**src/source/gat_dims_pkg.sv**
```systemverilog
`default_nettype none

package gat_dims_pkg;

  // ================================================
  // Layer dimensions
  // ================================================
  localparam int TOTAL_NODES     = 16;
  localparam int NUM_FEATURE_IN  = 11;
  localparam int NUM_FEATURE_OUT = 4;

  localparam int H_DEPTH   = 64;
  localparam int WGT_DEPTH = NUM_FEATURE_IN * NUM_FEATURE_OUT + 2 * NUM_FEATURE_OUT;

  // Attention vector sits right after W in the weight store
  localparam int ATT_BASE = NUM_FEATURE_IN * NUM_FEATURE_OUT;

  // LeakyReLU slope of 1/8
  localparam int LEAKY_SHIFT = 3;

  // ================================================
  // Field widths
  // ================================================
  localparam int DATA_W     = 8;
  localparam int COL_W      = 4;
  localparam int ROW_LEN_W  = 4;
  localparam int NODE_W     = 4;
  localparam int H_ADDR_W   = 6;
  localparam int WGT_ADDR_W = 6;
  localparam int WH_W       = 20;
  localparam int SCORE_W    = 32;

  typedef logic signed [DATA_W-1:0]  data_t;
  typedef logic [COL_W-1:0]          col_t;
  typedef logic [ROW_LEN_W-1:0]      row_len_t;
  typedef logic [NODE_W-1:0]         node_t;
  typedef logic [H_ADDR_W-1:0]       h_addr_t;
  typedef logic [WGT_ADDR_W-1:0]     wgt_addr_t;
  typedef logic signed [WH_W-1:0]    wh_t;
  typedef logic signed [SCORE_W-1:0] score_t;

endpackage

`default_nettype wire

```
**src/source/gat_types_pkg.sv**
```systemverilog
`default_nettype none

package gat_types_pkg;

  import gat_dims_pkg::*;

  // ================================================
  // Stored words and load ports
  // ================================================
  typedef struct packed {
    data_t value;
    col_t  col;
  } h_entry_t;

  // flag marks the source node that opens a subgraph
  typedef struct packed {
    row_len_t row_len;
    logic     flag;
  } node_info_t;

  typedef struct packed {
    logic     en;
    h_addr_t  addr;
    h_entry_t data;
  } h_wr_t;

  typedef struct packed {
    logic       en;
    node_t      addr;
    node_info_t data;
  } info_wr_t;

  typedef struct packed {
    logic      en;
    wgt_addr_t addr;
    data_t     data;
  } wgt_wr_t;

  // ================================================
  // Pipeline items
  // ================================================
  typedef struct packed {
    data_t value;
    col_t  col;
    logic  last;
    logic  flag;
    node_t node;
  } h_elem_t;

  typedef wh_t [NUM_FEATURE_OUT-1:0] wh_vec_t;
  typedef data_t [NUM_FEATURE_OUT-1:0] att_half_t;

  typedef struct packed {
    wh_vec_t wh;
    logic    flag;
    node_t   node;
  } wh_item_t;

  typedef struct packed {
    att_half_t a_src;
    att_half_t a_nbr;
  } att_vec_t;

endpackage

`default_nettype wire

```
**src/source/gat_wh_execute.sv**
```systemverilog
`timescale 1ns/100ps
`default_nettype none

module gat_wh_execute import gat_dims_pkg::*, gat_types_pkg::*; (
  input  wire logic clk,
  input  wire logic arst_n,
  input  wgt_wr_t   wgt_wr,
  input  h_elem_t   elem,
  input  wire logic elem_valid,
  output wh_item_t  item,
  output logic      item_valid,
  output att_vec_t  att
);

  data_t   wgt [WGT_DEPTH];
  wh_vec_t acc;
  wh_vec_t sum;
  logic    node_end;

  assign node_end = elem_valid && elem.last;

  // ================================================
  // Weight store
  // ================================================
  always_ff @(posedge clk) begin
    if (wgt_wr.en) wgt[wgt_wr.addr] <= wgt_wr.data;
  end

  // W row is selected by the element column
  always_comb begin
    for (int k = 0; k < NUM_FEATURE_OUT; k++) begin
      sum[k] = acc[k] + elem.value * wgt[wgt_addr_t'(elem.col * NUM_FEATURE_OUT + k)];
    end
  end

  always_comb begin
    for (int k = 0; k < NUM_FEATURE_OUT; k++) begin
      att.a_src[k] = wgt[wgt_addr_t'(ATT_BASE + k)];
      att.a_nbr[k] = wgt[wgt_addr_t'(ATT_BASE + NUM_FEATURE_OUT + k)];
    end
  end

  // ================================================
  // Accumulate and hand off
  // ================================================
  always_ff @(posedge clk or negedge arst_n) begin
    if (!arst_n) begin
      acc        <= '0;
      item_valid <= 1'b0;
    end else begin
      item_valid <= node_end;
      if (elem_valid) begin
        // Clear on last so the next node starts from zero
        acc <= elem.last ? wh_vec_t'(0) : sum;
      end
    end
  end

  always_ff @(posedge clk) begin
    if (node_end) begin
      item.wh   <= sum;
      item.flag <= elem.flag;
      item.node <= elem.node;
    end
  end

endmodule

`default_nettype wire

```
**config.mk**
```make
export PLATFORM = sky130hd
export DESIGN_NAME = gat_wh_execute
export DESIGN_NICKNAME = d
export VERILOG_FILES = /design/src/source/gat_dims_pkg.sv /design/src/source/gat_types_pkg.sv /design/src/source/gat_wh_execute.sv
export SDC_FILE = /design/constraint.sdc
export NUM_CORES = 1
export LEC_CHECK = 0
export BUFFER_PORTS_ARGS = -buffer_cell sky130_fd_sc_hd__buf_2
export CAP_MARGIN = 20
export CORE_UTILIZATION = 55
export DETAILED_ROUTE_END_ITERATION = 12
export PLACE_DENSITY = 0.69
export SLEW_MARGIN = 15
export SYNTH_ARGS = -nofsm -noshare
export SYNTH_HDL_FRONTEND = slang
export SYNTH_SLANG_ARGS = --single-unit
export TNS_END_PERCENT = 1
```
**constraint.sdc**
```tcl
create_clock -name clk -period 10.9 [get_ports clk]
set_clock_uncertainty 0.05 [all_clocks]
set_input_delay 0.545 -clock clk [delete_from_list [all_inputs] [get_ports clk]]
set_output_delay 0.545 -clock clk [all_outputs]
set_load 0.02 [all_outputs]
```
-- After elaboration in Yosys (flattened, before gate mapping)
Memory sizes are Yosys's and may differ from the RTL's.
Index checks and enable logic that the tools add are counted.
- divide/modulo/power cells: 0
- add/subtract/negate cells: 7
- bitwise operators: 0
- order comparisons: 0
- multiply operators: 4
- multiplexer cells: 3
- shift-type cells: 0
- eq/ne operators: 0
- reductions and logical operators: 1
- operators with widths (operator ; number):
    adder 20 x 16 -> 20 bit ; 4
    two-way mux 80 bit ; 1
    multiplier 8 x 8 -> 16 bit ; 4
    adder 6 x 2 -> 6 bit, second input constant ; 2
    adder 6 x 1 -> 6 bit, second input constant ; 1
    two-way mux 1 bit ; 2
    logical AND 1 bit ; 1
- bits in latches: 0
- register bits: 166
- memories: 1
- output and inout port bits: 150
- input port bits: 36
- bits in writable memories: 416
- memory bits (read-only): 0
- memories (name ; depth ; width ; rd ports ; clocked after memory_dff ; wr ports ; line ; RTL):
    wgt ; 52 ; 8 ; 12 ; 0 ; 1 ; gat_wh_execute.sv:15 ; data_t wgt [WGT_DEPTH];

-- Depth between registers and ports, before layout
An unclocked memory read counts as a cell.
- word-level depth: 5
- mapped depth: 26
- mapped depth without buffers: 24

-- Least setup slack after synthesis
OpenSTA, ideal clock, no wires.
- path kind: input -> register
- start point: input elem[6] (netlist name)
- end point: register item[44] (netlist name), data pin
- data required time: 10589 ps
- buffers on the path: 2
- setup slack: 4226 ps
- setup time: 261 ps
- cell stages on the path: 20
- arrival time: 6363 ps
- cell sequence: buf_6 -> buf_6 -> mux4_2 -> mux4_2 -> and2_1 -> inv_1 -> fa_1 -> inv_1 -> fa_1 -> fa_1 -> fa_1 -> fa_1 -> ha_1 -> nand3_1 -> o2111ai_1 -> a31oi_1 -> o221ai_1 -> a311oi_1 -> o21a_1 -> nor2_1
- RTL lines (what ; line ; RTL):
    from (decl) ; gat_wh_execute.sv:8 ; input h_elem_t elem,
    to (decl) ; gat_wh_execute.sv:10 ; output wh_item_t item,

==> metrics.csv <==
metric;value;unit
antenna_found_initial;4;
fmax;136.1;MHz
rsz0062_at_grt;no;
end_kind;flop;
grt.busiest_layer;met2;
reg2regPathDepth;18;
drc;0;
cp-start-kind;primary input;
nets;3314;
path_clk_slew;0.06;ns
finalHoldViolations;0;
grt_pass1_vias;22300;
yosys-top-cells-area;edfxtp_1 (42%), fa_1 (20%), mux4_2 (7.0%);
grtUsageMet3;3.602;%
crit_path_cell_trace;buf_6 -> buf_4 -> mux4_2 -> mux4_2 -> and2_1 -> inv_1 -> fa_1 -> inv_1 -> fa_1 -> fa_1 -> fa_1 -> fa_1 -> ha_1 -> o21a_1 -> o31a_1 -> o31a_1 -> o41ai_2 -> o21ai_1 -> xor2_1 -> a22o_1;
syn_area;35940;um^2
setup_violations;0;
critical_path.most_common_cell;fa_1;
layout-drive-gt1-share;15.81;%
post-route-min-period;7.350;ns
met2_usage;41.76;%
hp-start;elem[0];
syn_area_per_cell;14.05;um^2
slew_viol_final;0;
die-area;66370;um^2
crit_arrival;7.81;ns
netlist_instances;2557;
crit_type;primary input to flop;
synth_top_area_share;41.86;%
first_iter_violations;1359;
rows;93;
dp_cells;3528;
hold_slack;0.04192;ns
tritoncts;done;
seq_area_frac_synth;47.50;%
io_pins;186;
r2r_slack;3.97;ns
grt_use_met1;34.96;%
cts_buffer_depth;3;
synth_edf_count;501;
dp_hpwl;57.73;mm
vias_per_cell;5.684;
slew_headroom;26.21;%
ys_types;66;
required;11.36;ns
clk_latency;0.64;ns
tns;0;ns
cts_hold_buf;5;
ant_nets;0;
whs_endpoint;item[0];
vias;20720;
grt_pass1_wl;126.6;mm
yosysTopAreaCell;edfxtp_1;
start_util;55.75;%
dr.pass1.iters;5;
area_delta_synth_final;10.63;%
core_area;64460;um^2
grt-ovfl-total;0;
yosys_warnings;0;
grtUsageTotal;25.00;%
async_flop_share;13.92;%
worst_path_max_delay_cell;buf_6;
wl_per_cell;22.11;um
ys.flop_type;edfxtp_1;
portBuffers;185;
maxCapViolCount;0;
die_h;257.6;um
rr_endpoint;item[44];
cts_sinks;582;
ctsResizeCount;0;
syn-num-nets;3129;
place.gp.congestion;0.8552;
cts_inserted_buffers;61;
critPathMaxStageDelay;0.59;ns
grt_max_degree;79;
path_max_fanout;56;
drt-total-wl;80.58;mm
synth-seq-cells;582;
die_w;257.6;um
cts_setup_buffers;0;
final_cells;3645;
min_period_over_period;67.43;%
holdPathStages;1;
htree_levels;2;
status;complete, no violations;
hold_path.class;primary input to flop;
antenna_cells;0;
rr_startpoint;wgt[45][0];
root_buffer;clkbuf_16;
worst_slew_pin_slew;1.107;ns
==> cells in the final DEF, fill, tap and decap left out, types with 6 or more instances in the layout <==
| cell type | instances |
|---|---|
| a211oi_1 | 21 |
| a21o_1 | 10 |
| a21oi_1 | 53 |
| a22o_1 | 36 |
| a31o_2 | 11 |
| and2_1 | 140 |
| buf_2 | 182 |
| buf_4 | 19 |
| bufinv_16 | 7 |
| clkbuf_1 | 8 |
| clkbuf_16 | 62 |
| clkinv_1 | 12 |
| clkinv_2 | 12 |
| dfrtp_1 | 81 |
| edfxtp_1 | 501 |
| fa_1 | 352 |
| ha_1 | 184 |
| inv_1 | 396 |
| mux2i_1 | 17 |
| mux4_2 | 111 |
| nand2_1 | 131 |
| nand2b_1 | 9 |
| nand3_1 | 38 |
| nor2_1 | 107 |
| nor2b_1 | 36 |
| nor3_1 | 11 |
| o21ai_0 | 50 |
| o21bai_1 | 8 |
| or3_1 | 6 |
| xnor2_1 | 67 |
| xor2_1 | 12 |
==> logic make-up (layout without fill, tap and decap cells) <==
logic type,Yosys count,in the layout,share of synthesized area [%]
multiplexers,132,132,7.555
AND/OR/NAND/NOR,508,508,7.047
XOR/XNOR,79,79,1.925
buffers and inverters,484,717,5.369
AO/OA/AOI/OAI,236,236,4.585
flip-flops,582,582,47.50
adder cells (fa/ha/maj),536,536,26.01
==> worst max-delay path: cells and delay by family <==
family	cells	cell delay, ns
buffers and inverters	4	1.40
xor gates and xnor gates	1	0.17
and+or+nand+nor	1	0.48
adders and majority gates	6	2.70
muxes	2	1.12
AOI/OAI and AO/OA	6	1.35
==> state kept, by name (all words and copies together), names as in the netlist <==
register and flops:
acc 80, item_valid 1, item 85, wgt 416
==> worst max path at each step <==
stage                     to  startpoint  slack [ns]  depth (start not counted)
CTS                  acc[78]     elem[6]        3.52                         20
floorplan           item[44]     elem[6]        4.23                         20
global route         acc[16]     elem[6]        3.01                         21
finish               acc[78]     elem[6]        3.55                         20
global placement     acc[78]     elem[6]        2.99                         20
detailed placement   acc[78]     elem[6]        2.83                         20
==> cells in the mapped netlist, types with 17 or more instances <==
| master | number |
|---|---|
| mux2i_1 | 17 |
| a21oi_1 | 53 |
| fa_1 | 352 |
| o21ai_0 | 50 |
| ha_1 | 184 |
| buf_2 | 17 |
| xnor2_1 | 67 |
| mux4_2 | 111 |
| and2_1 | 140 |
| inv_1 | 396 |
| a22o_1 | 36 |
| edfxtp_1 | 501 |
| nand2_1 | 131 |
| nand3_1 | 38 |
| nor2_1 | 109 |
| dfrtp_1 | 81 |
| a211oi_1 | 21 |
| nor2b_1 | 36 |
| clkbuf_1 | 53 |
==> final cells by class <==
| class | instances | area [um^2] |
|---|---|---|
| clock inverter | 41 | 449.2 |
| timing repair buffer | 208 | 1135 |
| fill | 4925 | 24710 |
| multi-input combinational | 1491 | 16960 |
| tap | 855 | 1070 |
| clock buffer | 70 | 1582 |
| inverter | 398 | 1494 |
| sequential | 582 | 17070 |
==> stage by stage <==
step                worst slack (ns)  cell area, um^2  utilization [%]
floorplan                      4.226            35940                -
global placement               2.986            37660            58.41
detailed placement             2.830            37660            58.41
CTS                            3.517            39740            61.64
global route                   3.014            39760            61.67
finish                         3.550            39760            61.67
==> routing by layer <==
metal	up-vias	wire length, um
met5	-	0
met4	0	1585
met3	111	4596
met2	661	39480
met1	10820	34920
li1	9126	-
Power is not shown: default switching activity piles up to over one toggle a cycle in this logic, so the estimate is an artifact.
