### src/source/gat_dims_pkg.sv
`default_nettype none

package gat_dims_pkg;

  // ================================================
  // Layer dimensions
  // ================================================
  localparam int TOTAL_NODES     = 16;
  localparam int NUM_FEATURE_IN  = 11;
  localparam int NUM_FEATURE_OUT = 4;

  localparam int H_DEPTH   = 64;
  localparam int WGT_DEPTH = NUM_FEATURE_IN * NUM_FEATURE_OUT + 2 * NUM_FEATURE_OUT;

  // Attention vector sits right after W in the weight store
  localparam int ATT_BASE = NUM_FEATURE_IN * NUM_FEATURE_OUT;

  // LeakyReLU slope of 1/8
  localparam int LEAKY_SHIFT = 3;

  // ================================================
  // Field widths
  // ================================================
  localparam int DATA_W     = 8;
  localparam int COL_W      = 4;
  localparam int ROW_LEN_W  = 4;
  localparam int NODE_W     = 4;
  localparam int H_ADDR_W   = 6;
  localparam int WGT_ADDR_W = 6;
  localparam int WH_W       = 20;
  localparam int SCORE_W    = 32;

  typedef logic signed [DATA_W-1:0]  data_t;
  typedef logic [COL_W-1:0]          col_t;
  typedef logic [ROW_LEN_W-1:0]      row_len_t;
  typedef logic [NODE_W-1:0]         node_t;
  typedef logic [H_ADDR_W-1:0]       h_addr_t;
  typedef logic [WGT_ADDR_W-1:0]     wgt_addr_t;
  typedef logic signed [WH_W-1:0]    wh_t;
  typedef logic signed [SCORE_W-1:0] score_t;

endpackage

`default_nettype wire

### src/source/gat_types_pkg.sv
`default_nettype none

package gat_types_pkg;

  import gat_dims_pkg::*;

  // ================================================
  // Stored words and load ports
  // ================================================
  typedef struct packed {
    data_t value;
    col_t  col;
  } h_entry_t;

  // flag marks the source node that opens a subgraph
  typedef struct packed {
    row_len_t row_len;
    logic     flag;
  } node_info_t;

  typedef struct packed {
    logic     en;
    h_addr_t  addr;
    h_entry_t data;
  } h_wr_t;

  typedef struct packed {
    logic       en;
    node_t      addr;
    node_info_t data;
  } info_wr_t;

  typedef struct packed {
    logic      en;
    wgt_addr_t addr;
    data_t     data;
  } wgt_wr_t;

  // ================================================
  // Pipeline items
  // ================================================
  typedef struct packed {
    data_t value;
    col_t  col;
    logic  last;
    logic  flag;
    node_t node;
  } h_elem_t;

  typedef wh_t [NUM_FEATURE_OUT-1:0] wh_vec_t;
  typedef data_t [NUM_FEATURE_OUT-1:0] att_half_t;

  typedef struct packed {
    wh_vec_t wh;
    logic    flag;
    node_t   node;
  } wh_item_t;

  typedef struct packed {
    att_half_t a_src;
    att_half_t a_nbr;
  } att_vec_t;

endpackage

`default_nettype wire

### src/source/gat_node_decode.sv
`timescale 1ns/100ps
`default_nettype none

module gat_node_decode import gat_dims_pkg::*, gat_types_pkg::*; (
  input  wire logic  clk,
  input  wire logic  arst_n,
  input  h_wr_t      h_wr,
  input  info_wr_t   info_wr,
  input  wire logic  h_load_done,
  input  wire logic  info_load_done,
  input  wire logic  wgt_load_done,
  output h_elem_t    elem,
  output logic       elem_valid
);

  typedef enum logic [1:0] {st_idle, st_read_info, st_stream, st_finish} state_t;

  state_t     state;
  node_t      node_idx;
  h_addr_t    h_addr;
  row_len_t   cnt;

  h_entry_t   h_mem [H_DEPTH];
  node_info_t info_mem [TOTAL_NODES];
  h_entry_t   h_q;
  node_info_t info_q;

  logic       rd_last;
  logic       rd_flag;
  logic       rd_zero;
  node_t      rd_node;

  logic       start;
  logic       node_empty;
  logic       issue_last;

  assign start      = h_load_done && info_load_done && wgt_load_done;
  assign node_empty = (info_q.row_len == '0);
  assign issue_last = node_empty || (row_len_t'(cnt + 1'b1) == info_q.row_len);

  // ================================================
  // Load memories, one cycle read
  // ================================================
  always_ff @(posedge clk) begin
    if (h_wr.en) h_mem[h_wr.addr] <= h_wr.data;
    if (info_wr.en) info_mem[info_wr.addr] <= info_wr.data;
    info_q <= info_mem[node_idx];
    h_q    <= h_mem[h_addr];
  end

  // ================================================
  // Node walker
  // ================================================
  always_ff @(posedge clk or negedge arst_n) begin
    if (!arst_n) begin
      state      <= st_idle;
      node_idx   <= '0;
      h_addr     <= '0;
      cnt        <= '0;
      elem_valid <= 1'b0;
      rd_last    <= 1'b0;
      rd_flag    <= 1'b0;
      rd_zero    <= 1'b0;
      rd_node    <= '0;
    end else begin
      elem_valid <= (state == st_stream);
      rd_last    <= issue_last;
      rd_flag    <= info_q.flag;
      rd_zero    <= node_empty;
      rd_node    <= node_idx;
      case (state)
        st_idle: begin
          if (start) begin
            node_idx <= '0;
            h_addr   <= '0;
            state    <= st_read_info;
          end
        end
        st_read_info: begin
          cnt   <= '0;
          state <= st_stream;
        end
        st_stream: begin
          // Empty rows emit one zero element and consume no entry
          if (!node_empty) h_addr <= h_addr + 1'b1;
          cnt <= cnt + 1'b1;
          if (issue_last) begin
            if (node_idx == node_t'(TOTAL_NODES - 1)) begin
              state <= st_finish;
            end else begin
              node_idx <= node_idx + 1'b1;
              state    <= st_read_info;
            end
          end
        end
        default: state <= st_finish;
      endcase
    end
  end

  always_comb begin
    elem.value = rd_zero ? data_t'(0) : h_q.value;
    elem.col   = rd_zero ? col_t'(0) : h_q.col;
    elem.last  = rd_last;
    elem.flag  = rd_flag;
    elem.node  = rd_node;
  end

endmodule

`default_nettype wire

### config.mk
export PLATFORM = sky130hd
export DESIGN_NAME = gat_node_decode
export DESIGN_NICKNAME = d
export VERILOG_FILES = /design/src/source/gat_dims_pkg.sv /design/src/source/gat_types_pkg.sv /design/src/source/gat_node_decode.sv
export SDC_FILE = /design/constraint.sdc
export NUM_CORES = 1
export LEC_CHECK = 0
export ABC_CLOCK_PERIOD_IN_PS = 2480
export BUFFER_PORTS_ARGS = -buffer_cell sky130_fd_sc_hd__clkbuf_2
export CAP_MARGIN = 20
export CORE_MARGIN = 2
export CORE_UTILIZATION = 50
export DETAILED_ROUTE_END_ITERATION = 8
export PLACE_DENSITY_LB_ADDON = 0.3
export SYNTH_ARGS = -nofsm -noshare
export SYNTH_HDL_FRONTEND = slang
export SYNTH_SLANG_ARGS = --single-unit
export TNS_END_PERCENT = 20
### constraint.sdc
create_clock -name clk -period 2.48 [get_ports clk]
set_input_delay 0.124 -clock clk [delete_from_list [all_inputs] [get_ports clk]]
set_output_delay 0.124 -clock clk [all_outputs]
set_load 0.005 [all_outputs]
Word-level counts from Yosys, hierarchy flattened
Memories as Yosys holds them, arrays and structs flattened. A register that Yosys moved wholly into a read port is not among the register bits.
Cells that the tools add are included.
{"block": "classes", "n_mux": 18, "add_sub_neg": 3, "reduce_logical": 10, "n_eq_ne": 8}
{"operator": "4-bit 2-to-1 mux", "count": 4}
{"operator": "4-bit one-hot mux with 2 select lines", "count": 2}
{"operator": "6-bit 2-to-1 mux", "count": 2}
{"operator": "6-bit one-hot mux with 2 select lines", "count": 1}
{"operator": "4-bit by 1-bit adder with 4-bit output (second input constant)", "count": 2}
{"operator": "8-bit 2-to-1 mux", "count": 1}
{"operator": "2-bit != test (second input constant)", "count": 4}
{"operator": "6-bit by 1-bit adder with 6-bit output (second input constant)", "count": 1}
{"operator": "2-bit 2-to-1 mux", "count": 3}
{"operator": "2-bit one-hot mux with 3 select lines", "count": 1}
{"operator": "4-bit equality test", "count": 1}
{"operator": "4-bit equality test (second input constant)", "count": 1}
{"operator": "4-bit logical NOT", "count": 1}
{"operator": "1-bit 2-to-1 mux", "count": 4}
{"operator": "4-bit AND reduction", "count": 1}
{"operator": "2-bit nonzero test", "count": 2}
{"operator": "3-bit AND reduction", "count": 1}
{"operator": "2-bit by 1-bit equality test with 1-bit output (second input constant)", "count": 1}
{"operator": "2-bit equality test (second input constant)", "count": 1}
{"operator": "1-bit logical AND", "count": 2}
{"operator": "2-bit logical NOT", "count": 1}
{"operator": "2-bit AND reduction", "count": 1}
{"operator": "1-bit logical OR", "count": 1}
{"block": "word_totals", "word_cells": 50, "memories": 2, "ff_bits": 24, "output_inout_bits": 19, "in_bits": 34, "mem_bits_rw": 848}
{"memory": "h_mem", "depth": 64, "width": 12, "rd": 1, "rd_ports_with_merged_regs": 1, "wr": 1, "line_no": "gat_node_decode.sv:23", "source": "h_entry_t h_mem [H_DEPTH];"}
{"memory": "info_mem", "depth": 16, "width": 5, "rd": 1, "rd_ports_with_merged_regs": 1, "wr": 1, "line_no": "gat_node_decode.sv:24", "source": "node_info_t info_mem [TOTAL_NODES];"}

Longest topological paths before layout
{"block": "depth", "word_depth": 5, "ltp_mapped": 10, "ltp_nobuf": 7}

Worst setup path before layout
Ideal clock, no wire load.
{"block": "synth_timing", "path_type": "flip-flop to flip-flop", "start": "register cnt[0]", "end": "register state[1]", "synth_period_minus_slack_ns": 2.113, "n_path_buf": 1, "arrival_time_ns": 1.988, "stages_incl_launch_ff": 7, "setup_slack_ns": 0.367, "setup_ns": 0.125, "cell_sequence": "dfrtp_1 -> ha_1 -> xor2_1 -> o41a_1 -> buf_2 -> a21oi_1 -> mux2_2"}
{"block": "synth_between", "elab_chain_cells": 5}
{"element": "start: declaration", "line_no": "gat_node_decode.sv:21", "source": "row_len_t cnt;"}
{"element": "start signal: assignment", "line_no": "gat_node_decode.sv:86", "source": "cnt <= cnt + 1'b1;"}
{"element": "4-bit by 1-bit adder with 4-bit output", "line_no": "gat_node_decode.sv:39", "source": "assign issue_last = node_empty || (row_len_t'(cnt + 1'b1) == info_q.row_len);"}
{"element": "4-bit equality test", "line_no": "gat_node_decode.sv:39"}
{"element": "1-bit logical OR", "line_no": "gat_node_decode.sv:39"}
{"element": "2-bit != test (no source line)"}
{"element": "2-bit AND reduction (no source line)"}
{"element": "end signal: assignment", "line_no": "gat_node_decode.sv:56", "source": "state <= st_idle;"}
{"element": "end signal: assignment", "line_no": "gat_node_decode.sv:76", "source": "state <= st_read_info;"}
{"element": "end signal: assignment", "line_no": "gat_node_decode.sv:81", "source": "state <= st_stream;"}
{"element": "end: declaration", "line_no": "gat_node_decode.sv:18", "source": "state_t state;"}
No other way between the ends.
A chain may end at the register's enable or synchronous reset.

==> results_dict.tcl <==
set metrics [dict create \
    status "finished clean" \
    cp_common_cell "buf_4" \
    clk_pin_slew_worst_paths_ns 0.06 \
    cts.sinks 889 \
    finalMaxSlewViolations 0 \
    gp_congestion 0.864 \
    cts_buffers 86 \
    antenna_left 0 \
    pin_count 53 \
    cp_cell_sequence "buf_4 > buf_12 > buf_4 > mux4_2 > mux2i_1 > buf_4 > o2111ai_1 > nand2_1 > o32ai_1" \
    cp_max_fo 5 \
    clkPwrFrac 0.297 \
    crit_type "flip-flop to flip-flop" \
    reg2reg_slack_ns 0.01 \
    ys_seq_area_frac 0.763 \
    fp.dieW_microns 267 \
    regArea_sq_um 26400 \
    cap_violations 0 \
    rows 96 \
    fp.dieH_microns 267 \
    yosysUniqueCellTypes 62 \
    fillers 4845 \
    routed_wl_microns 85200 \
    synth-seq-cells 889 \
    dr.pass1.iters 5 \
    pre_cts_ws_ns -0.493 \
    synth_edf_count 848 \
    crit_required_ns 2.98 \
    drt-vias-per-instance 6.08 \
    power_density_nw_per_um2 1070 \
    synth_area_sq_um 34600 \
    drt_iter0_markers 2225 \
    hpwl_microns 55300 \
    ys_warn_count 0 \
    h-tree-depth 3 \
    critPathSlowestCell "dfrtp_4" \
    core_region_area_sq_um 68600 \
    cp-end-kind "flip-flop" \
    drc 0 \
    wl_per_cell_microns 28.1 \
    synthCells 1733 \
    initial_core_util 0.505 \
    min_period_over_period 0.996 \
    insertion_delay_ns 0.64 \
    diodes 0 \
    power.leakage_nw 13.5 \
    worstPathArrival_ns 2.97 \
    drive_gt1_frac 0.294 \
    fin_cells 3033 \
    fmax_mhz 405 \
    worst_slew_margin_rel 0.286 \
    overflow 0 \
    ctsLongestPathBuffers 3 \
    synthArstFlopShare 0.0270 \
    combPwrFrac 0.305 \
    area_delta_synth_final_pct 17.2 \
    hold_viol_final 0 \
    io_buffers 52 \
    antenna_found_initial 2 \
    switchingPower_mw 13.1 \
    setup_slack_ns 0.0108 \
    setup_violations 0 \
    power.internal_mw 30.5 \
    synth.avg_cell_area_sq_um 20.0 \
    cp-start-kind "flip-flop" \
    final_net_count 2072 \
    p_total_mw 43.6 \
    cts_tree "done" \
    multiInputGateArea_sq_um 7690 \
    synthFlopType "edfxtp_1" \
    period_needed_ns 2.47 \
    grt_pass1_vias 18500 \
    irDropWorstVdd_mv 0.594 \
    dp.cells 2852 \
    grt_pass1_wl_microns 125000 \
    grt_max_degree 65 \
    fin_util 0.592 \
    slowest_delay_ns 0.48 \
    dieArea_sq_um 71300 \
    hold_class "input port to flip-flop" \
    grt_usage 0.243 \
    rsz0062_at_grt "true" \
    vias 18400 \
    power_frac_seq 0.397 \
    cts_root_buf "clkbuf_16" \
    tightest_slew_ns 1.07 \
    synth.net_count 1774 \
    finClkSkew_ns 0.0281 \
    swShare 0.300 \
]
## logic make-up (layout without fill, tap and decap cells)
group           count (synthesis)  count (layout)  synth area share
flops                         889             889             0.763
mux                           299             299             0.141
simple gates                  226             226            0.0311
compound gates                198             198            0.0424
buf+inv                       105             474            0.0177
xor+xnor                        9               9           0.00228
fa+ha+maj                       7               7           0.00253
## cells in the mapped netlist (9+ instances only)
| library cell | number | share of area |
|---|---|---|
| buf_2 | 31 | 0.0045 |
| o21ai_0 | 16 | 0.0023 |
| mux2_2 | 18 | 0.0059 |
| clkbuf_1 | 28 | 0.0030 |
| nand2b_1 | 11 | 0.0020 |
| o221ai_1 | 11 | 0.0028 |
| a21oi_1 | 19 | 0.0027 |
| dfxtp_1 | 17 | 0.0098 |
| mux2i_1 | 132 | 0.038 |
| nand2_1 | 40 | 0.0043 |
| inv_1 | 13 | 0.0014 |
| buf_4 | 9 | 0.0020 |
| edfxtp_1 | 848 | 0.74 |
| nor3_1 | 11 | 0.0016 |
| nor2b_1 | 22 | 0.0040 |
| a22oi_1 | 14 | 0.0030 |
| dfrtp_1 | 24 | 0.017 |
| a211oi_1 | 21 | 0.0046 |
| nand3_1 | 17 | 0.0025 |
| buf_6 | 15 | 0.0049 |
| a221oi_1 | 13 | 0.0033 |
| mux4_2 | 149 | 0.097 |
| nor2_1 | 95 | 0.010 |
| a211o_1 | 16 | 0.0040 |
| o22ai_1 | 48 | 0.0087 |
## what timing repair did
item | CTS | global route
buffers inserted | 4 | 5
endpoints found under the setup margin | 6 | 10
cloned | 0 | 0
pin swaps | 1 | 2
endpoints found under the hold margin | 124 | 3
resized for setup | 8 | 10
hold buffers | 9 | 1
## sequential cells by signal, summed over array words and instances (netlist names), 2 cells and up
name / flops
cnt: 4
h_addr: 6
h_mem: 768
h_q: 12
info_mem: 80
info_q: 5
node_idx: 4
rd_node: 4
state: 2
## per-stage QoR
step                      instance area (sq um)  setup TNS (ns)  hold slack, ns
after floorplan                           34600               0          -0.172
after global routing                      40600         -0.0484          0.0755
after CTS                                 40400               0          0.0299
after global placement                    37400          -0.623           0.199
after detailed placement                  37400          -0.799           0.220
final                                     40600               0          0.0623
## worst max-delay path, delay by kind of cell, from the launching register on
kind / cells / cell delay [ns]
mux: 2 / 0.83
buf+inv: 4 / 0.66
flops: 1 / 0.48
compound gates: 2 / 0.24
simple gates: 1 / 0.12
## cell usage in the layout, fill, tap and decap left out, drive strengths merged, types with 13 or more instances in the layout
cell type,count
a211oi,21
a22oi,14
mux2i,132
nor2,95
nand3,18
mux2,18
edfxtp,848
mux4,149
buf,239
dfxtp,17
o21ai,16
nand2,40
o22ai,48
a21oi,19
inv,19
a211o,16
clkinv,30
dfrtp,24
a221oi,13
nor2b,22
clkbuf,167
## layout make-up
cell class,count,share of cell area
clock buffers,115,0.0586
clock inverters,44,0.0105
inverters,14,0.00130
multi-input cells,739,0.189
flip-flops and latches,889,0.651
well taps,931,0.0287
repair buffers,301,0.0604
## final timing paths
kind                       depth (start not counted)     endpoint           start
max                                                9       h_q[2]       h_addr[0]
min                                                6  node_idx[3]  info_load_done
max reg2reg                                        9       h_q[2]       h_addr[0]
min reg2reg                                        0      rd_flag       info_q[0]
max in group asynchronous                          2    h_addr[1]          arst_n
min in group asynchronous                          2       cnt[1]          arst_n
## per-layer routing
metal,global-route usage,up-vias,wire [microns]
li1,-,7742,-
met4,0.0742,0,2170
met5,0,-,0
met3,0.0398,110,7730
met2,0.376,883,40000
met1,0.360,9714,35300
## power by group through the flow
stage / sequential, mW / clock [mW] / combinational (mW)
global route: 17.4 / 13.7 / 14.0
floorplan: 17.4 / 0 / 7.57
detailed placement: 17.7 / 0 / 12.8
CTS: 17.4 / 13.1 / 13.1
finish: 17.3 / 13.0 / 13.3
global placement: 17.7 / 0 / 12.7
Note: power is estimated with default switching activity, not from simulation.
