<file path="config.mk">
export PLATFORM = sky130hd
export DESIGN_NAME = gat_score_result
export DESIGN_NICKNAME = d
export VERILOG_FILES = /design/src/source/gat_dims_pkg.sv /design/src/source/gat_types_pkg.sv /design/src/source/gat_score_result.sv
export SDC_FILE = /design/constraint.sdc
export NUM_CORES = 2
export LEC_CHECK = 0
export ABC_CLOCK_PERIOD_IN_PS = 8300
export BUFFER_PORTS_ARGS = -buffer_cell sky130_fd_sc_hd__buf_2
export CORE_MARGIN = 2
export CORE_UTILIZATION = 45
export CTS_CLUSTER_SIZE = 28
export DETAILED_ROUTE_END_ITERATION = 12
export HOLD_SLACK_MARGIN = 0.02
export PLACE_DENSITY = 0.64
export SLEW_MARGIN = 20
export SYNTH_ARGS = -nofsm -noshare
export SYNTH_HDL_FRONTEND = slang
export SYNTH_SLANG_ARGS = --single-unit
</file>
<file path="constraint.sdc">
create_clock -name clk -period 8.3 [get_ports clk]
set_input_delay 0.83 -clock clk [delete_from_list [all_inputs] [get_ports clk]]
set_output_delay 0.83 -clock clk [all_outputs]
set_load 0.03 [all_outputs]
</file>
<file path="src/source/gat_dims_pkg.sv">
`default_nettype none

package gat_dims_pkg;

  // ================================================
  // Layer dimensions
  // ================================================
  localparam int TOTAL_NODES     = 16;
  localparam int NUM_FEATURE_IN  = 11;
  localparam int NUM_FEATURE_OUT = 4;

  localparam int H_DEPTH   = 64;
  localparam int WGT_DEPTH = NUM_FEATURE_IN * NUM_FEATURE_OUT + 2 * NUM_FEATURE_OUT;

  // Attention vector sits right after W in the weight store
  localparam int ATT_BASE = NUM_FEATURE_IN * NUM_FEATURE_OUT;

  // LeakyReLU slope of 1/8
  localparam int LEAKY_SHIFT = 3;

  // ================================================
  // Field widths
  // ================================================
  localparam int DATA_W     = 8;
  localparam int COL_W      = 4;
  localparam int ROW_LEN_W  = 4;
  localparam int NODE_W     = 4;
  localparam int H_ADDR_W   = 6;
  localparam int WGT_ADDR_W = 6;
  localparam int WH_W       = 20;
  localparam int SCORE_W    = 32;

  typedef logic signed [DATA_W-1:0]  data_t;
  typedef logic [COL_W-1:0]          col_t;
  typedef logic [ROW_LEN_W-1:0]      row_len_t;
  typedef logic [NODE_W-1:0]         node_t;
  typedef logic [H_ADDR_W-1:0]       h_addr_t;
  typedef logic [WGT_ADDR_W-1:0]     wgt_addr_t;
  typedef logic signed [WH_W-1:0]    wh_t;
  typedef logic signed [SCORE_W-1:0] score_t;

endpackage

`default_nettype wire

</file>
<file path="src/source/gat_types_pkg.sv">
`default_nettype none

package gat_types_pkg;

  import gat_dims_pkg::*;

  // ================================================
  // Stored words and load ports
  // ================================================
  typedef struct packed {
    data_t value;
    col_t  col;
  } h_entry_t;

  // flag marks the source node that opens a subgraph
  typedef struct packed {
    row_len_t row_len;
    logic     flag;
  } node_info_t;

  typedef struct packed {
    logic     en;
    h_addr_t  addr;
    h_entry_t data;
  } h_wr_t;

  typedef struct packed {
    logic       en;
    node_t      addr;
    node_info_t data;
  } info_wr_t;

  typedef struct packed {
    logic      en;
    wgt_addr_t addr;
    data_t     data;
  } wgt_wr_t;

  // ================================================
  // Pipeline items
  // ================================================
  typedef struct packed {
    data_t value;
    col_t  col;
    logic  last;
    logic  flag;
    node_t node;
  } h_elem_t;

  typedef wh_t [NUM_FEATURE_OUT-1:0] wh_vec_t;
  typedef data_t [NUM_FEATURE_OUT-1:0] att_half_t;

  typedef struct packed {
    wh_vec_t wh;
    logic    flag;
    node_t   node;
  } wh_item_t;

  typedef struct packed {
    att_half_t a_src;
    att_half_t a_nbr;
  } att_vec_t;

endpackage

`default_nettype wire

</file>
<file path="src/source/gat_score_result.sv">
`timescale 1ns/100ps
`default_nettype none

module gat_score_result import gat_dims_pkg::*, gat_types_pkg::*; (
  input  wire logic clk,
  input  wire logic arst_n,
  input  wh_item_t  item,
  input  wire logic item_valid,
  input  att_vec_t  att,
  input  node_t     score_addr,
  output score_t    score_data,
  output logic      done
);

  score_t score_mem [TOTAL_NODES];

  score_t p_src;
  score_t p_nbr;
  score_t src_term;
  score_t raw_score;
  score_t leaky_score;
  score_t src_hold;

  logic   wr_en;
  node_t  wr_node;
  score_t wr_score;

  // ================================================
  // Attention score
  // ================================================
  always_comb begin
    p_src = '0;
    p_nbr = '0;
    for (int k = 0; k < NUM_FEATURE_OUT; k++) begin
      p_src = p_src + score_t'(att.a_src[k]) * score_t'(item.wh[k]);
      p_nbr = p_nbr + score_t'(att.a_nbr[k]) * score_t'(item.wh[k]);
    end
    // A source node pairs with itself
    src_term  = item.flag ? p_src : src_hold;
    raw_score = src_term + p_nbr;
    // Arithmetic shift floors negative scores
    leaky_score = raw_score[SCORE_W-1] ? (raw_score >>> LEAKY_SHIFT) : raw_score;
  end

  always_ff @(posedge clk or negedge arst_n) begin
    if (!arst_n) begin
      src_hold <= '0;
      wr_en    <= 1'b0;
      done     <= 1'b0;
    end else begin
      wr_en <= item_valid;
      if (item_valid && item.flag) src_hold <= p_src;
      if (wr_en && (wr_node == node_t'(TOTAL_NODES - 1))) done <= 1'b1;
    end
  end

  // ================================================
  // Score memory
  // ================================================
  always_ff @(posedge clk) begin
    if (item_valid) begin
      wr_node  <= item.node;
      wr_score <= leaky_score;
    end
    if (wr_en) score_mem[wr_node] <= wr_score;
    score_data <= score_mem[score_addr];
  end

endmodule

`default_nettype wire

</file>
# == Word level (Yosys, flattened, before mapping) ==
# Memory sizes are Yosys's and may differ from the RTL's. A register that Yosys moved wholly into a read port is not among the register bits.
# Cells that the tools add are included.
# totals
ff_bits,70
in_bits,156
memories,1
ramBits,512
word_cells,29
output_inout_bits,33
# op_classes
n_reduce_logical,2
add_sub_neg,7
n_eq_ne,1
n_mux,4
multipliers,8
# mem_list
memory,depth,word_bits,rd,rd_ports_with_merged_regs,write_ports,line,rtl
score_mem,16,32,1,1,1,gat_score_result.sv:15,score_t score_mem [TOTAL_NODES];
# op_table
cell,n
multiplier 8 x 20 -> 28 bit,8
two-way mux 32 bit,2
adder 30 x 28 -> 31 bit,2
adder 29 x 28 -> 30 bit,2
adder 28 x 28 -> 29 bit,2
adder 32 x 31 -> 32 bit,1
== test 4 bit (second input constant),1
logical AND 1 bit,2
two-way mux 1 bit,2

# == Logic depth before layout (Yosys ltp) ==
# logic_depth
ltp_word,7
depth_mapped,53
depth_no_buf,52

# == Least setup slack after synthesis ==
# OpenSTA, ideal clock, no wires.
# synth_path
path_kind,input port to flip-flop
start,input item[70] (netlist bit)
end,register wr_score[18] (data pin)
path_slack_ns,-6.069
stages,50
setup_ns,0.260
n_path_buf,3
required_time_ns,8.040
arrival_time_ns,14.108
path_cell_list,clkbuf_1 nand2_1 fa_1 inv_1 fa_1 inv_1 fa_1 inv_1 fa_1 fa_1 inv_1 fa_1 fa_1 inv_1 fa_1 ha_1 nor2b_1 o2111ai_1 (+14 left out) inv_1 fa_1 inv_1 fa_1 inv_1 fa_1 inv_1 ha_1 buf_2 a21oi_2 o21ai_1 a211o_1 o31ai_4 o21ai_4 o31ai_4 xnor2_4 buf_6 mux2_4
# synth_between
elab_chain_len,5
word_cells_on_any_way,7
classes_between,add/sub (3); mul (2); mux (2)
# synth_lines
element,line,rtl
start: declaration,gat_score_result.sv:7,"input wh_item_t item,"
multiplier 8 x 20 -> 28 bit,gat_score_result.sv:35,p_src = p_src + score_t'(att.a_src[k]) * score_t'(item.wh[k]);
adder 30 x 28 -> 31 bit,gat_score_result.sv:35,
two-way mux 32 bit,gat_score_result.sv:39,src_term = item.flag ? p_src : src_hold;
adder 32 x 31 -> 32 bit (*),gat_score_result.sv:40,raw_score = src_term + p_nbr;
two-way mux 32 bit (*),gat_score_result.sv:42,leaky_score = raw_score[SCORE_W-1] ? (raw_score >>> LEAKY_SHIFT) : raw_score;
net leaky_score[18],gat_score_result.sv:21,score_t leaky_score;
end signal: assignment,gat_score_result.sv:63,wr_score <= leaky_score;
end: declaration,gat_score_result.sv:26,score_t wr_score;
# The timed path passes the listed nets; every way through them passes the cells marked *.
# A chain may end at the register's enable or synchronous reset.

# == Worst setup path in the final report ==
# layout_path
start,input att[47] (netlist bit)
end,register wr_score[1] (data pin)
# layout_between
elab_chain_len,7
# layout_lines
element,line,rtl
start: declaration,gat_score_result.sv:9,"input att_vec_t att,"
multiplier 8 x 20 -> 28 bit,gat_score_result.sv:35,
adder 28 x 28 -> 29 bit,gat_score_result.sv:35,
adder 29 x 28 -> 30 bit,gat_score_result.sv:35,
adder 30 x 28 -> 31 bit,gat_score_result.sv:35,
two-way mux 32 bit,gat_score_result.sv:39,
adder 32 x 31 -> 32 bit,gat_score_result.sv:40,
two-way mux 32 bit,gat_score_result.sv:42,
net leaky_score[1],gat_score_result.sv:21,
# The timed path passes the listed nets, and every way through them passes these cells.

==> tab_implementation.tex <==
\begin{tabular}{lr}
\hline
Metric & Value \\
\hline
\multicolumn{2}{l}{\textbf{Yosys}} \\
Number of instances in the synthesized netlist & 5996 \\
Syn Area/Cell & 11.6 um2 \\
Cell accounting for the most synthesized area & sky130\_fd\_sc\_hd\_\_fa\_1 \\
Dominant cells by area after synthesis & sky130\_fd\_sc\_hd\_\_fa\_1 41\%, sky130\_fd\_sc\_hd\_\_edfxtp\_1 24\%, sky130\_fd\_sc\_hd\_\_inv\_1 8.2\% \\
Most used standard cell by instance count after synthesis & sky130\_fd\_sc\_hd\_\_inv\_1 \\
Leading post-synthesis cells by instance count & 1512 x sky130\_fd\_sc\_hd\_\_inv\_1, 1420 x sky130\_fd\_sc\_hd\_\_fa\_1, 789 x sky130\_fd\_sc\_hd\_\_nand2\_1, 548 x sky130\_fd\_sc\_hd\_\_edfxtp\_1, 380 x sky130\_fd\_sc\_hd\_\_and2\_1 \\
Number of distinct library cells after synthesis & 83 \\
Post-synth EDFFs & 548 \\
Count of state elements after synthesis & between 600 and 700 \\
Sequential cell area fraction in the yosys report & 0.258 \\
Main synth FF type & sky130\_fd\_sc\_hd\_\_edfxtp\_1 \\
Yosys warning count & 0 \\
FFs w/ async S/R, synth & 0.0538 \\
Mapped cell area & slightly below 70000 um2 \\
Fraction of synthesized cell area taken by the top area cell type & 0.409 \\
Net Count, Synth & about 7800 \\
\multicolumn{2}{l}{\textbf{Final layout}} \\
Share of post-route cells with drive strength above 1 & 0.203 \\
Growth of design area from synthesis to finish & 16.6\% \\
Fraction of the core area covered by cells at the end of the flow & 0.527 \\
Filler Cells Inserted & 13300 \\
Final net count & 8490 \\
Final std cell area, no fill & 81100 um2 \\
\multicolumn{2}{l}{\textbf{Place}} \\
Total half-perimeter wirelength after legalization and detailed placement & 163 mm \\
Placer congestion estimate & 0.976 \\
Count of buffers inserted at the top-level ports & 188 \\
Area of placed instances & 77700 um2 \\
\multicolumn{2}{l}{\textbf{STA}} \\
Transition time of the tightest slew-check pin & 0.938 ns \\
Finish-stage setup viols & 32 \\
Fin. max-slew vios & 0 \\
Number of hold violations in the final report & 0 \\
Fin worst setup slack & -5.48 ns \\
Final clock period utilization by the worst path & 1.66 \\
Headroom to the max-slew limit & 0.375 \\
Max Clk Rate & 72.6 MHz \\
Accumulated negative setup slack & -172.27 ns \\
RSZ-0062 raised after global routing & yes \\
Final worst path period need & 13.78 ns \\
Final worst clock skew & 0.0261 ns \\
\multicolumn{2}{l}{\textbf{Clocking}} \\
Number of hold-repair buffers added at the cts stage & 0 \\
Root Buffer Master & sky130\_fd\_sc\_hd\_\_clkbuf\_16 \\
CTS H-tree depth & 3 \\
Clock sink count & roughly 600 \\
Clock transition at the registers of the reported paths & about 0.060 ns \\
Insertion delay of the later-clocked pin in the worst-skew pair & 0.64 ns \\
Clock Path Buffers & 3 \\
TritonCTS buffer count & 66 \\
CTS tree & done \\
\multicolumn{2}{l}{\textbf{Routing}} \\
Antenna Violating Nets Remaining & 0 \\
Highest metal used & met5 \\
Routed wire length & about 200 mm \\
Length of the first detailed-routing pass in iterations & 5 \\
Count of routing violations after the opening detailed-route iteration & 3141 \\
Met2 Wirelength & 104 mm \\
Overall via count from detail\_route & 45100 \\
Met3 wire len & 10.0 mm \\
Routed metal-1 wire length & 73.1 mm \\
DRC violation count after routing & 0 \\
Routed via count divided by cell count & 5.15 \\
Routed length per placed instance & 22.8 um \\
\multicolumn{2}{l}{\textbf{Die}} \\
Starting density of the core & 0.452 \\
X dimension of the die & 397 um \\
Number of rows in the core area & 144 \\
Die boundary height & between 300 and 400 um \\
Die Area & between 150000 and 200000 um2 \\
Core region area & 154000 um2 \\
Total I/O pin count & 189 \\
\multicolumn{2}{l}{\textbf{Critical path}} \\
Critical path capture point & wr\_score[1]\$\_DFFE\_PP\_ \\
Setup slack, reg-to-reg & 0.52 ns \\
Largest delay contributor family on the critical path & adder cells \\
Critical Path Fanout Max & 8 \\
Number of stages on the worst setup path & 50 \\
Crit path buffers/inverters & 14 \\
Worst endpoint required time & slightly below 9 ns \\
R2R depth & 23 \\
Critical Path Start Type & primary input \\
Crit end category & flip-flop \\
Crit path top cell by count & sky130\_fd\_sc\_hd\_\_fa\_1 \\
Critical path data arrival time & around 14 ns \\
Delay contributed by the slowest stage of the critical path & 0.60 ns \\
Origin of the worst setup path & att[47] \\
Terminus of the critical flop-to-flop path & wr\_score[27]\$\_DFFE\_PP\_ \\
Category of the critical setup timing path & primary input to flip-flop \\
Cell with the biggest individual delay on the critical path & sky130\_fd\_sc\_hd\_\_fa\_2 \\
Reg-to-reg critical path startpoint & src\_hold[11]\$\_DFFE\_PN0P\_ \\
\multicolumn{2}{l}{\textbf{GRT}} \\
Wire length of the first global-routing pass & 308 mm \\
GRT overflow & 0 \\
GRT Overall Usage & 0.265 \\
Via count of the first global-routing pass & $\sim$50000 \\
Maximum number of pins on one net before global-route repair & 48 \\
Antenna violations before repair & 9 \\
\multicolumn{2}{l}{\textbf{Status}} \\
Failing checks & setup timing \\
Status & complete, but fails checks \\
\multicolumn{2}{l}{\textbf{Flow run}} \\
Maxcap violations & 0 \\
\multicolumn{2}{l}{\textbf{Hold path}} \\
Type of the worst min-delay path & primary input to async pin \\
\hline
\end{tabular}
## final cells by class
type,count,area (um2),share of cell area
antenna,7,17.5,0.000216
clock inverter,31,315,0.00389
sequential,613,17900,0.221
timing repair buffer,856,6900,0.0851
clock buffer,89,1780,0.0219
inverter,1514,5690,0.0701
multi-input combinational,3606,45900,0.566
tap,2044,2560,0.0315
## worst min path at each step
stage                                  from                        to  slack (ns)  cells after the start
finish                               arst_n  src_hold[29]$_DFFE_PN0P_        0.12                      1
global route                         arst_n  src_hold[29]$_DFFE_PN0P_        0.11                      1
CTS                                  arst_n  src_hold[29]$_DFFE_PN0P_        0.37                      1
detailed placement         done$_DFFE_PN0P_          done$_DFFE_PN0P_        0.46                      1
global placement           done$_DFFE_PN0P_          done$_DFFE_PN0P_        0.45                      1
floorplan           src_hold[5]$_DFFE_PN0P_   src_hold[5]$_DFFE_PN0P_        0.45                      2
## placed cells by master (no fill, tap or decap), types with 33 or more instances in the layout
master and n:
sky130_fd_sc_hd__inv_1 1488, sky130_fd_sc_hd__fa_1 1383, sky130_fd_sc_hd__nand2_1 783, sky130_fd_sc_hd__buf_4 615
sky130_fd_sc_hd__edfxtp_1 548, sky130_fd_sc_hd__and2_1 363, sky130_fd_sc_hd__ha_1 234, sky130_fd_sc_hd__mux4_2 160
sky130_fd_sc_hd__buf_2 143, sky130_fd_sc_hd__nand2b_1 119, sky130_fd_sc_hd__clkbuf_16 66, sky130_fd_sc_hd__buf_12 48
sky130_fd_sc_hd__xnor2_1 46, sky130_fd_sc_hd__nor2_1 44, sky130_fd_sc_hd__buf_6 40, sky130_fd_sc_hd__fa_2 37
sky130_fd_sc_hd__nor2b_1 36, sky130_fd_sc_hd__dfrtp_1 33
## through the flow
stage	hold slack [ns]	setup WS, ns	instances
5_1_grt	0.108	-5.80	8758
2_1_floorplan	0.445	-5.51	5996
3_3_place_gp	0.450	-6.49	8603
3_5_place_dp	0.459	-6.54	8603
4_1_cts	0.374	-5.41	8742
6_report	0.117	-5.48	8760
## flip-flops by register name, indices dropped and copies added (netlist names)
register    count
wr_en           1
src_hold       31
wr_score       32
done            1
score_mem     512
wr_node         4
score_data     32
## per-layer routing
layer,GRT usage,vias to the layer above
met1,0.317,23900
met3,0.0279,382
li1,-,19400
met4,0.144,4
met2,0.471,1466
met5,0,-
## logic make-up after synthesis
family,after synthesis,share of synthesized area
multiplexers,229,0.0629
XOR/XNOR,69,0.00896
AO/OA/AOI/OAI,170,0.0175
adder cells (fa/ha/maj),1677,0.455
buffers and inverters,1777,0.0962
flip-flops,613,0.258
AND/OR/NAND/NOR,1461,0.101
## timing repair
item | 4_1_cts | 5_1_grt
gates resized for setup | 177 | 106
cloned | 1 | 0
buffers inserted | 20 | 13
pin swaps | 90 | 63
setup endpoints to repair | 32 | 32
Power is left out: the tool's default activity adds up to more than one toggle a clock period on the data nets, which glitch-free logic cannot reach.
